==> src/logic/wb_cfg.svh <==
// Writeback subsystem configuration
// Sizes shared by the package and the RTL modules

`ifndef WB_CFG_SVH
`define WB_CFG_SVH

// Reorder buffer entries, power of two
`define WB_ROB_DEPTH 8

// Datapath width in bits
`define WB_XLEN 32

// Architectural registers
`define WB_NREGS 16

// Multiplier pipeline depth in cycles, at least 2
`define WB_MUL_LAT 3

`endif

==> src/logic/wb_pkg.sv <==
// Writeback subsystem types
// Operation codes, index types and the commit payload

`include "wb_cfg.svh"

package wb_pkg;

  //----------------------------------------
  // Operations
  //----------------------------------------

  // ADD, SUB and XOR go to the ALU, MUL to the multiplier
  typedef enum logic [1:0] {
    OP_ADD = 2'd0,
    OP_SUB = 2'd1,
    OP_XOR = 2'd2,
    OP_MUL = 2'd3
  } op_e;

  //----------------------------------------
  // Indices
  //----------------------------------------

  // Reorder slot, allocated in program order
  typedef logic [$clog2(`WB_ROB_DEPTH)-1:0] rob_idx_t;

  // Architectural register number
  typedef logic [$clog2(`WB_NREGS)-1:0] reg_idx_t;

  //----------------------------------------
  // Commit payload
  //----------------------------------------

  // Destination and result, 4 + 32 bits
  typedef struct packed {
    reg_idx_t             rd;
    logic [`WB_XLEN-1:0]  value;
  } commit_msg_t;

endpackage

==> src/logic/wb_issue_ctrl.sv <==
// Issue controller
// Hands out reorder indices in order, counts live entries and steers
// each accepted operation to the ALU or the multiplier

`timescale 1ns/1ns

`include "wb_cfg.svh"

module wb_issue_ctrl (
  input  logic              clk,
  input  logic              rst,
  input  logic              issue_val,
  input  wb_pkg::op_e       issue_op,
  input  logic              commit_val,
  output logic              issue_rdy,
  output logic              alu_start,
  output logic              mul_start,
  output wb_pkg::rob_idx_t  alloc_idx
);

  localparam int CNT_W = $clog2(`WB_ROB_DEPTH + 1);

  //----------------------------------------
  // State
  //----------------------------------------

  logic             run_q;
  wb_pkg::rob_idx_t alloc_ptr;
  logic [CNT_W-1:0] occ_cnt;
  // Bit k set when a multiply was accepted k cycles ago
  logic [`WB_MUL_LAT-1:1] mul_sr;

  logic fire;
  logic is_mul;
  logic full;
  logic slot_taken;

  //----------------------------------------
  // Acceptance
  //----------------------------------------

  assign is_mul = (issue_op == wb_pkg::OP_MUL);
  assign full   = (occ_cnt == CNT_W'(`WB_ROB_DEPTH));

  // ALU result lands next cycle, same cycle as a multiply from LAT-1 ago
  assign slot_taken = mul_sr[`WB_MUL_LAT-1];

  // Held low for the first cycle after reset
  assign issue_rdy = run_q & ~full & (is_mul | ~slot_taken);
  assign fire      = issue_val & issue_rdy;

  // One strobe at most per cycle
  assign alu_start = fire & ~is_mul;
  assign mul_start = fire & is_mul;
  assign alloc_idx = alloc_ptr;

  always_ff @(posedge clk) begin
    if (rst) begin
      run_q <= 1'b0;
    end else begin
      run_q <= 1'b1;
    end
  end

  //----------------------------------------
  // Index allocation
  //----------------------------------------

  always_ff @(posedge clk) begin
    if (rst) begin
      alloc_ptr <= '0;
    end else if (fire) begin
      // Wrap at the last entry
      if (alloc_ptr == wb_pkg::rob_idx_t'(`WB_ROB_DEPTH - 1)) begin
        alloc_ptr <= '0;
      end else begin
        alloc_ptr <= alloc_ptr + 1'b1;
      end
    end
  end

  // Occupancy, up on issue and down on commit
  always_ff @(posedge clk) begin
    if (rst) begin
      occ_cnt <= '0;
    end else begin
      case ({fire, commit_val})
        2'b10:   occ_cnt <= occ_cnt + 1'b1;
        2'b01:   occ_cnt <= occ_cnt - 1'b1;
        default: occ_cnt <= occ_cnt;
      endcase
    end
  end

  //----------------------------------------
  // Multiply completion tracking
  //----------------------------------------

  always_ff @(posedge clk) begin
    if (rst) begin
      mul_sr <= '0;
    end else begin
      mul_sr[1] <= mul_start;
      for (int i = 2; i < `WB_MUL_LAT; i++) begin
        mul_sr[i] <= mul_sr[i-1];
      end
    end
  end

endmodule

==> src/logic/wb_alu.sv <==
// Single-cycle ALU
// Add, subtract or xor with the result and its index registered

`timescale 1ns/1ns

`include "wb_cfg.svh"

module wb_alu (
  input  logic                 clk,
  input  logic                 rst,
  input  logic                 start,
  input  wb_pkg::op_e          op,
  input  logic [`WB_XLEN-1:0]  a,
  input  logic [`WB_XLEN-1:0]  b,
  input  wb_pkg::reg_idx_t     rd,
  input  wb_pkg::rob_idx_t     idx,
  output logic                 done,
  output wb_pkg::rob_idx_t     done_idx,
  output wb_pkg::commit_msg_t  done_msg
);

  logic [`WB_XLEN-1:0] res;

  // Result select
  always_comb begin
    case (op)
      wb_pkg::OP_ADD: res = a + b;
      wb_pkg::OP_SUB: res = a - b;
      wb_pkg::OP_XOR: res = a ^ b;
      // Multiplies never steered here
      default:        res = '0;
    endcase
  end

  // Strobe, one cycle behind start
  always_ff @(posedge clk) begin
    if (rst) begin
      done <= 1'b0;
    end else begin
      done <= start;
    end
  end

  // Payload, captured only on start
  always_ff @(posedge clk) begin
    if (start) begin
      done_idx       <= idx;
      done_msg.rd    <= rd;
      done_msg.value <= res;
    end
  end

endmodule

==> src/logic/wb_mul.sv <==
// Pipelined multiplier
// Operand stage, product stage, then pass stages, MUL_LAT in all.
// Each stage carries a valid bit, so one multiply may enter per cycle

`timescale 1ns/1ns

`include "wb_cfg.svh"

module wb_mul (
  input  logic                 clk,
  input  logic                 rst,
  input  logic                 start,
  input  logic [`WB_XLEN-1:0]  a,
  input  logic [`WB_XLEN-1:0]  b,
  input  wb_pkg::reg_idx_t     rd,
  input  wb_pkg::rob_idx_t     idx,
  output logic                 done,
  output wb_pkg::rob_idx_t     done_idx,
  output wb_pkg::commit_msg_t  done_msg
);

  localparam int LAT = `WB_MUL_LAT;

  //----------------------------------------
  // Stage registers
  //----------------------------------------

  logic [LAT-1:0]      st_val;
  wb_pkg::rob_idx_t    st_idx [LAT];
  wb_pkg::reg_idx_t    st_rd  [LAT];
  // Stage 0 holds operands
  logic [`WB_XLEN-1:0] op_a;
  logic [`WB_XLEN-1:0] op_b;
  // Stages 1 and up hold the product
  logic [`WB_XLEN-1:0] st_prod [1:LAT-1];

  // Valid chain
  always_ff @(posedge clk) begin
    if (rst) begin
      st_val <= '0;
    end else begin
      st_val <= {st_val[LAT-2:0], start};
    end
  end

  always_ff @(posedge clk) begin
    op_a      <= a;
    op_b      <= b;
    st_idx[0] <= idx;
    st_rd[0]  <= rd;
    // Low XLEN bits only, sized by the target
    st_prod[1] <= op_a * op_b;
    for (int i = 1; i < LAT; i++) begin
      st_idx[i] <= st_idx[i-1];
      st_rd[i]  <= st_rd[i-1];
    end
    for (int i = 2; i < LAT; i++) begin
      st_prod[i] <= st_prod[i-1];
    end
  end

  //----------------------------------------
  // Output
  //----------------------------------------

  assign done           = st_val[LAT-1];
  assign done_idx       = st_idx[LAT-1];
  assign done_msg.rd    = st_rd[LAT-1];
  assign done_msg.value = st_prod[LAT-1];

endmodule

==> src/logic/wb_rob.sv <==
// Reorder buffer
// Results are inserted at their own index and retired in index order
// from a wrapping pointer. An insert at the retire slot can pass
// straight through in the same cycle

`timescale 1ns/1ns

module wb_rob #(
  parameter int  p_depth = 8,
  parameter type t_msg   = logic [31:0],
  localparam int p_idx_bits = $clog2(p_depth)
) (
  input  logic                  clk,
  input  logic                  rst,

  // Insert side
  input  logic [p_idx_bits-1:0] ins_idx,
  input  t_msg                  ins_msg,
  input  logic                  ins_en,

  // Retire side
  input  logic                  deq_en,
  output logic [p_idx_bits-1:0] deq_idx,
  output t_msg                  deq_msg,
  output logic                  deq_rdy
);

  //----------------------------------------
  // Storage
  //----------------------------------------

  logic [p_depth-1:0] ent_val;
  t_msg               ent_msg [p_depth];

  logic [p_idx_bits-1:0] deq_ptr;
  logic [p_idx_bits-1:0] deq_ptr_nxt;
  logic                  hit;
  logic                  bypass;
  logic                  deq_fire;
  logic                  ins_store;

  //----------------------------------------
  // Bypass and retire control
  //----------------------------------------

  // Incoming result is the oldest one
  assign hit       = ins_en & (ins_idx == deq_ptr);
  assign bypass    = hit & deq_en;
  assign deq_rdy   = ent_val[deq_ptr] | hit;
  assign deq_fire  = deq_en & deq_rdy;
  // Bypassed results never touch storage
  assign ins_store = ins_en & ~bypass;

  //----------------------------------------
  // Valid bits
  //----------------------------------------

  always_ff @(posedge clk) begin
    if (rst) begin
      ent_val <= '0;
    end else begin
      if (ins_store) begin
        ent_val[ins_idx] <= 1'b1;
      end
      // Never the same entry as ins_store
      if (deq_fire) begin
        ent_val[deq_ptr] <= 1'b0;
      end
    end
  end

  // Payload
  always_ff @(posedge clk) begin
    if (ins_store) begin
      ent_msg[ins_idx] <= ins_msg;
    end
  end

  //----------------------------------------
  // Retire pointer
  //----------------------------------------

  always_comb begin
    if (deq_ptr == p_idx_bits'(p_depth - 1)) begin
      deq_ptr_nxt = '0;
    end else begin
      deq_ptr_nxt = deq_ptr + 1'b1;
    end
  end

  always_ff @(posedge clk) begin
    if (rst) begin
      deq_ptr <= '0;
    end else if (deq_fire) begin
      deq_ptr <= deq_ptr_nxt;
    end
  end

  //----------------------------------------
  // Outputs
  //----------------------------------------

  // Pointer equals ins_idx on a hit
  assign deq_idx = deq_ptr;
  assign deq_msg = hit ? ins_msg : ent_msg[deq_ptr];

endmodule

==> src/logic/wb_regfile.sv <==
// Architectural register file
// One write port fed by commits, one asynchronous read port

`timescale 1ns/1ns

`include "wb_cfg.svh"

module wb_regfile (
  input  logic                 clk,
  input  logic                 rst,
  input  logic                 wr_en,
  input  wb_pkg::reg_idx_t     wr_addr,
  input  logic [`WB_XLEN-1:0]  wr_data,
  input  wb_pkg::reg_idx_t     rd_addr,
  output logic [`WB_XLEN-1:0]  rd_data
);

  logic [`WB_XLEN-1:0] regs [`WB_NREGS];

  // All registers start at zero
  always_ff @(posedge clk) begin
    if (rst) begin
      for (int i = 0; i < `WB_NREGS; i++) begin
        regs[i] <= '0;
      end
    end else if (wr_en) begin
      regs[wr_addr] <= wr_data;
    end
  end

  // Observation port, no read latency
  assign rd_data = regs[rd_addr];

endmodule

==> src/logic/wb_top.sv <==
// Writeback subsystem top
// Issue controller, ALU, multiplier, reorder buffer and register file.
// Results from both units merge into the buffer insert port

`timescale 1ns/1ns

`include "wb_cfg.svh"

module wb_top (
  input  logic                 clk,
  input  logic                 rst,
  input  logic                 issue_val,
  input  wb_pkg::op_e          issue_op,
  input  wb_pkg::reg_idx_t     issue_rd,
  input  logic [`WB_XLEN-1:0]  issue_a,
  input  logic [`WB_XLEN-1:0]  issue_b,
  input  logic                 commit_en,
  input  wb_pkg::reg_idx_t     rd_addr,
  output logic                 issue_rdy,
  output logic                 commit_val,
  output wb_pkg::rob_idx_t     commit_idx,
  output wb_pkg::reg_idx_t     commit_rd,
  output logic [`WB_XLEN-1:0]  commit_value,
  output logic [`WB_XLEN-1:0]  rd_data
);

  //----------------------------------------
  // Internal nets
  //----------------------------------------

  logic                alu_start;
  logic                mul_start;
  wb_pkg::rob_idx_t    alloc_idx;

  logic                alu_done;
  wb_pkg::rob_idx_t    alu_idx;
  wb_pkg::commit_msg_t alu_msg;
  logic                mul_done;
  wb_pkg::rob_idx_t    mul_idx;
  wb_pkg::commit_msg_t mul_msg;

  logic                ins_en;
  wb_pkg::rob_idx_t    ins_idx;
  wb_pkg::commit_msg_t ins_msg;
  logic                deq_rdy;
  wb_pkg::commit_msg_t deq_msg;

  //----------------------------------------
  // Issue and execute
  //----------------------------------------

  wb_issue_ctrl u_ctrl (
    .clk        (clk),
    .rst        (rst),
    .issue_val  (issue_val),
    .issue_op   (issue_op),
    .commit_val (commit_val),
    .issue_rdy  (issue_rdy),
    .alu_start  (alu_start),
    .mul_start  (mul_start),
    .alloc_idx  (alloc_idx)
  );

  wb_alu u_alu (
    .clk      (clk),
    .rst      (rst),
    .start    (alu_start),
    .op       (issue_op),
    .a        (issue_a),
    .b        (issue_b),
    .rd       (issue_rd),
    .idx      (alloc_idx),
    .done     (alu_done),
    .done_idx (alu_idx),
    .done_msg (alu_msg)
  );

  wb_mul u_mul (
    .clk      (clk),
    .rst      (rst),
    .start    (mul_start),
    .a        (issue_a),
    .b        (issue_b),
    .rd       (issue_rd),
    .idx      (alloc_idx),
    .done     (mul_done),
    .done_idx (mul_idx),
    .done_msg (mul_msg)
  );

  // Insert source, done strobes are exclusive
  assign ins_en  = alu_done | mul_done;
  assign ins_idx = alu_done ? alu_idx : mul_idx;
  assign ins_msg = alu_done ? alu_msg : mul_msg;

  //----------------------------------------
  // Reorder and commit
  //----------------------------------------

  wb_rob #(
    .p_depth (`WB_ROB_DEPTH),
    .t_msg   (wb_pkg::commit_msg_t)
  ) u_rob (
    .clk     (clk),
    .rst     (rst),
    .ins_idx (ins_idx),
    .ins_msg (ins_msg),
    .ins_en  (ins_en),
    .deq_en  (commit_en),
    .deq_idx (commit_idx),
    .deq_msg (deq_msg),
    .deq_rdy (deq_rdy)
  );

  assign commit_val   = deq_rdy & commit_en;
  assign commit_rd    = deq_msg.rd;
  assign commit_value = deq_msg.value;

  wb_regfile u_rf (
    .clk     (clk),
    .rst     (rst),
    .wr_en   (commit_val),
    .wr_addr (commit_rd),
    .wr_data (commit_value),
    .rd_addr (rd_addr),
    .rd_data (rd_data)
  );

endmodule

==> config.mk <==
export PLATFORM = sky130hd
export DESIGN_NAME = wb_top
export DESIGN_NICKNAME = d
export VERILOG_FILES = /design/src/logic/wb_pkg.sv /design/src/logic/wb_issue_ctrl.sv /design/src/logic/wb_alu.sv /design/src/logic/wb_mul.sv /design/src/logic/wb_rob.sv /design/src/logic/wb_regfile.sv /design/src/logic/wb_top.sv
export VERILOG_INCLUDE_DIRS = /design/src /design/src/logic
export SDC_FILE = /design/constraint.sdc
export NUM_CORES = 2
export LEC_CHECK = 0
export BUFFER_PORTS_ARGS = -buffer_cell sky130_fd_sc_hd__buf_2
export CAP_MARGIN = 20
export CORE_MARGIN = 8
export CORE_UTILIZATION = 49
export DETAILED_ROUTE_END_ITERATION = 10
export GPL_ROUTABILITY_DRIVEN = 0
export MAX_ROUTING_LAYER = met4
export PLACE_DENSITY = 0.7
export RECOVER_POWER = 100
export SLEW_MARGIN = 20
export SYNTH_ARGS = -nofsm -noshare
export SYNTH_HDL_FRONTEND = slang
export SYNTH_SLANG_ARGS = --single-unit
==> constraint.sdc <==
create_clock -name clk -period 8.7 [get_ports clk]
set_clock_uncertainty 0.2 [all_clocks]
set_input_delay 1.305 -clock clk [delete_from_list [all_inputs] [get_ports clk]]
set_output_delay 1.305 -clock clk [all_outputs]
set_load 0.05 [all_outputs]
---- Word-level counts from Yosys, hierarchy flattened ----
Memories as Yosys holds them, arrays and structs flattened. A register that Yosys moved wholly into a read port is not among the register bits.
Index checks and enable logic that the tools add are counted.
word-level totals
  register bits ........................... 128
  bits in writable memories ............... 885
  bits of input ports ..................... 78
  output and inout bits ................... 73
  logic and storage cells ................. 92
  memories kept ........................... 5
operators by class
  $add $sub $neg .......................... 6
  multipliers ............................. 1
  magnitude comparators ................... 4
  eq/ne operators ......................... 9
  mux-type cells .......................... 29
  bitwise operators ....................... 20
  reductions and logical operators ........ 5
memories
  memory         words  width  rd ports  clocked after Yosys merged registers in  wr ports  line              text
  u_rf.regs      16     32     1         0                                        16        wb_regfile.sv:18  logic [`WB_XLEN-1:0] regs [`WB_NREGS];
  u_rob.ent_msg  8      36     1         1                                        1         wb_rob.sv:33      t_msg ent_msg [p_depth];
  u_mul.st_prod  2      32     2         0                                        2         wb_mul.sv:35      logic [`WB_XLEN-1:0] st_prod [1:LAT-1];
  u_mul.st_rd    3      4      3         0                                        3         wb_mul.sv:30      wb_pkg::reg_idx_t st_rd [LAT];
  u_mul.st_idx   3      3      3         0                                        3         wb_mul.sv:29      wb_pkg::rob_idx_t st_idx [LAT];
operators by type and width
  kind                                                 number
  one-hot mux 32 bit (3 select lines)                  1
  2-to-1 mux 36 bit                                    2
  adder 32 bit                                         1
  multiplier 32 x 32 -> 32 bit                         1
  2-to-1 mux 32 bit                                    1
  OR reduction 32 bit                                  1
  subtractor 32 bit                                    1
  XOR 32 bit                                           1
  2-to-1 mux 8 bit                                     3
  2-to-1 mux 3 bit                                     5
  2-to-1 mux 1 bit                                     12
  AND 1 bit                                            9
  AND 8 bit                                            1
  < comparator 3 x 4 -> 1 bit, second input constant   2
  NOT 8 bit                                            1
  bitwise OR 8 bit                                     1
  one-hot mux 4 bit (2 select lines)                   1
  adder 3 x 1 -> 3 bit, second input constant          2
  demux 1 bit (select 3 bit)                           2
  == test 2 bit, second input constant                 3
  == test 3 bit, second input constant                 2
  >= comparator 3 x 1 -> 1 bit, second input constant  2
  adder 4 x 1 -> 4 bit, second input constant          1
  == test 2 x 1 -> 1 bit, second input constant        2
  10 further kinds                                     16

---- Longest topological paths before layout ----
  depth after elaboration ................. 10
  mapped depth ............................ 25
  gate-level depth less buffers ........... 23

---- Modules after synthesis ----
A second synthesis with hierarchy kept.
second synthesis, totals
  cell total of the unflattened synthesis .. 4,484
  area total of the unflattened synthesis .. 59,110.4 µm²
modules (own cells, without submodules)
  module         times used  cells each  area an instance (µm²)  seq. area each (µm²)
  wb_regfile     1           1,416       22,893.2                15,374.7
  wb_mul         1           1,882       18,970.7                3,042.9
  wb_rob         1           599         11,928.9                8,928.6
  wb_alu         1           487         4,300.4                 1,191.1
  wb_issue_ctrl  1           55          520.5                   200.2
  wb_top         1           45          496.7                   0.0

---- Worst setup path before layout ----
Ideal clock, no wire load.
  kind .................................... reg-to-reg
  from .................................... register u_mul.op_b[2]
  to ...................................... memory u_mul.st_prod[1][30] in the netlist's numbering
  setup time .............................. 0.065 ns
  arrival ................................. 6.520 ns
  required time ........................... 8.435 ns
  slack ................................... 1.915 ns
  stages on the path, launching flop included .. 22
  buffers on the path ..................... 2
  period minus slack after synthesis ...... 6.785 ns
  cell sequence ........................... dfxtp_1 > clkbuf_1 > clkbuf_1 > nand2_1 > fa_1 > fa_1 > fa_1 > fa_1 > inv_1 > fa_1 > fa_1 > inv_1 > fa_1 > inv_1 > fa_1 > ha_1 > a21o_1 > a211o_1 > nor4_1 > nor3_1 > nor4_1 > nand4b_1
RTL lines
  what                      line          text
  start: declaration        wb_mul.sv:33  logic [`WB_XLEN-1:0] op_b;
  start signal: assignment  wb_mul.sv:48  op_b <= b;
  end: declaration          wb_mul.sv:35

---- Worst setup path in the final report ----
  from .................................... input port rd_addr[0]
  to ...................................... output port rd_data[28]
on the way
  word-level cells in the longest chain between the ends .. 1
RTL lines
  what                       line          text
  start: declaration         wb_top.sv:18  input wb_pkg::reg_idx_t rd_addr,
  memory read (16 x 32 bit)  n/a
  end: declaration           wb_top.sv:24  output logic [`WB_XLEN-1:0] rd_data
Every way passes these cells.

==> metrics.cfg <==
[die]
die_x_um = 357
coreArea_sq_um = 116000
top_level_ports = 151
starting_utilization_of_the_core_area = 0.493
number_of_rows_created_at_floorplan = 125
dieArea_sq_um = 128000
die_y_um = 357

[yosys]
post_synth_xor_area_fraction = 0.0259
synth_top_family_by_area = adder cells
post_synth_most_frequent_cells = sky130_fd_sc_hd__edfxtp_1, sky130_fd_sc_hd__nor2_1, sky130_fd_sc_hd__inv_1, sky130_fd_sc_hd__fa_1, sky130_fd_sc_hd__nand2_1
number_of_flops_mapped_to_enable_cells_by_yosys = 839
synth_compound_area_frac = 0.0302
yosys_warnings = 0
synth.net_count = 5020
synth-seq-cells = 1014
post_synth_inst_count = 4370
netlist.top_cell.by_area = sky130_fd_sc_hd__edfxtp_1
synth_simple_gate_area_frac = 0.107
yosys-mux-area-fraction = 0.108
asyncSetResetFlopFracSynth = 0
synth.cell_area_sq_um = 57100
synth_top_area_share = 0.441
post-synth-top-count-cell = sky130_fd_sc_hd__edfxtp_1
synth.distinct_cells = 73
synth_flop_cell = sky130_fd_sc_hd__edfxtp_1
synthAdderAreaFrac = 0.179
synth_sequential_area_ratio = 0.503
yosys-top-cells-area = sky130_fd_sc_hd__edfxtp_1, sky130_fd_sc_hd__fa_1, sky130_fd_sc_hd__mux4_2, sky130_fd_sc_hd__dfxtp_1, sky130_fd_sc_hd__nor2_1
postSynthAreaPerCell_sq_um = 13.1

[worst_setup_path]
rr_endpoint = u_mul.st_prod[1][30]
r2r_slack_ns = 0.94
required_ns = 7.19
cpLargestDelayFamily = buffers and inverters
reg2reg_from = u_mul.op_a[7]
r2r.worst_path.cells = 19
cp_slowest_cell = sky130_fd_sc_hd__clkbuf_2
path_common_cell = sky130_fd_sc_hd__mux4_2
path_class = in2out
arrival_ns = 6.33
timing.critical_path.to_type = output port
chain_of_cells_forming_the_critical_path = clkbuf_2 > clkbuf_4 > mux4_2 > mux4_2 > clkbuf_1
critPathMaxFanout = 74
setup.worst_path.start_class = input port
worstPathBufferInverterCount = 3
worst_path_largest_cell_delay_ns = 2.03

[cts]
cts_tree = yes
clockRootBuffer = sky130_fd_sc_hd__clkbuf_16
cts_inserted_buffers = 97
clock_insertion_delay_worst_skew_ns = 0.69
cts_hold_repair.buffers = 0
postCtsResizedCells = 0
clock-sinks = 1014
max-clock-path-buffers = 3
cts_setup_buffers = 0
cts-htree-levels = 3
clk_transition_reported_paths_ns = 0.06

[hold_path]
min-delay-path-class = reg2reg
min_delay_path_depth = 0
holdCritStartpoint = u_mul.st_prod[1][17]
whs_endpoint = u_mul.st_prod[2][17]

[job]
timing.max_cap.violations = 15

[final_layout]
area_delta_synth_final_pct = 9.50
finalNetCount = 5114
final_util = 0.539
drive_above_1_share = 0.118

[sta]
tns_ns = 0
max_freq_mhz = 128
hold_viol = 0
finalWorstSetupSlack_ns = 0.862
setup_viol = 0
grt_setup_unrepaired = false
maxSlewViolCount = 554
worst_slew_margin_rel = -0.987
hold_slack_ns = 0.0902
layout_min_cycle_time_ns = 7.84
final_min_period_over_clock_period = 0.901
worst-slew-pin-transition_ns = 2.98

[route]
met1_length_um = 58200
routed_wirelength_um = 152000
drt-pass1-iter-count = 5
detailroute.wirelength.met2_um = 76500
via_cell_ratio = 5.78
antenna_left = 0
route.vias.total = 35100
detailedRoute.firstIterationViolations = 3496
met3WireLength_um = 10800
highest_layer = met4
detail_route.drc_violations = 0
wire_per_inst_um = 25.1

[outcome]
status = finished with violations
failed_checks = capacitance limit, slew limit

[power_and_ir_drop]
internal_power_uw = 15300
power_density_nw_per_um2 = 424
report.power.total_uw = 26500
comb_power_share = 0.604
static_power_due_to_leakage_uw = 0.0244
power.sequential.fraction = 0.232
ir_worst_vdd_mv = 1.06
power.net_switching_uw = 11200
clock_power_share = 0.164
switching_share = 0.423

[global_routing]
grt_pass1_wl_um = 228000
grt-ovfl-total = 0
grt_antenna_before_repair = 5
grt_use_total = 0.244
number_of_global_route_vias_before_repair = 36500
grt_start_max_net_pins = 75

[placed_design]
hpwlAfterDp_um = 102000
placement.setup.worst_slack_ns = 1.04
io_buffer_count = 150

## worst max-delay path by stage
stage | startpoint | to | depth (start not counted)
after floorplan | u_mul.op_b[2] | u_mul.st_prod[1][30] | 21
after global placement | u_mul.op_a[7] | u_mul.st_prod[1][31] | 21
after detailed placement | u_mul.op_a[5] | u_mul.st_prod[1][31] | 20
after CTS | u_mul.op_a[7] | u_mul.st_prod[1][30] | 19
after global routing | rd_addr[0] | rd_data[27] | 5
final | rd_addr[0] | rd_data[28] | 5
## cell type report
cell class | count | area, sq um
fillers | 9484 | 53400
diodes | 2 | 5.00
clock buffers | 129 | 2670
repair buffers | 249 | 1220
clock inverters | 53 | 628
inverters | 438 | 1640
multi-input cells | 2664 | 25700
well taps | 1524 | 1910
flip-flops and latches | 1014 | 28700
## stage by stage
stage                     instances  cell area [sq um]
after floorplan                4370              57100
after global placement         5885              59600
after detailed placement       5887              59700
after CTS                      6069              63000
after global routing           6073              62500
final                          6073              62500
## cell families after synthesis
kind of cell / count (synthesis)
multiplexers: 315
adder cells (fa/ha/maj): 572
flip-flops: 1014
XOR/XNOR: 169
buffers and inverters: 692
AO/OA/AOI/OAI: 269
AND/OR/NAND/NOR: 1339
## power by group through the flow
stage	logic, uW	clock network (uW)	registers [uW]
after global routing	17800	4570	6170
after CTS	16000	4400	6150
final	16000	4350	6150
after detailed placement	15900	0	6250
after floorplan	12000	0	6100
after global placement	15500	0	6230
## sequential cells by signal, summed over array words and instances (netlist names), 4 cells and up, named ones only
signal          count
u_rob.ent_val       8
u_mul.st_prod      64
u_mul.st_rd        12
u_mul.st_idx        9
u_alu.done_msg     36
u_rf.regs         512
u_ctrl.occ_cnt      4
u_mul.op_b         32
u_mul.op_a         32
u_rob.ent_msg     288
## layer usage
metal	global-route usage	up-vias
met1	0.303	18000
met2	0.413	1625
met4	0.0952	0
li1	-	15100
met3	0.0276	380
met5	-	-
## cells in the final DEF (no fill, tap or decap), types with 56 or more instances in the layout
cell type and n:
sky130_fd_sc_hd__a21oi_1 90, sky130_fd_sc_hd__and2_1 266, sky130_fd_sc_hd__clkbuf_1 165, sky130_fd_sc_hd__clkbuf_16 100
sky130_fd_sc_hd__dfxtp_1 171, sky130_fd_sc_hd__edfxtp_1 839, sky130_fd_sc_hd__fa_1 410, sky130_fd_sc_hd__ha_1 162
sky130_fd_sc_hd__inv_1 435, sky130_fd_sc_hd__mux4_2 234, sky130_fd_sc_hd__nand2_1 302, sky130_fd_sc_hd__nor2_1 607
sky130_fd_sc_hd__xnor2_1 113, sky130_fd_sc_hd__xor2_1 56
Note: power is estimated with default switching activity, not from simulation.
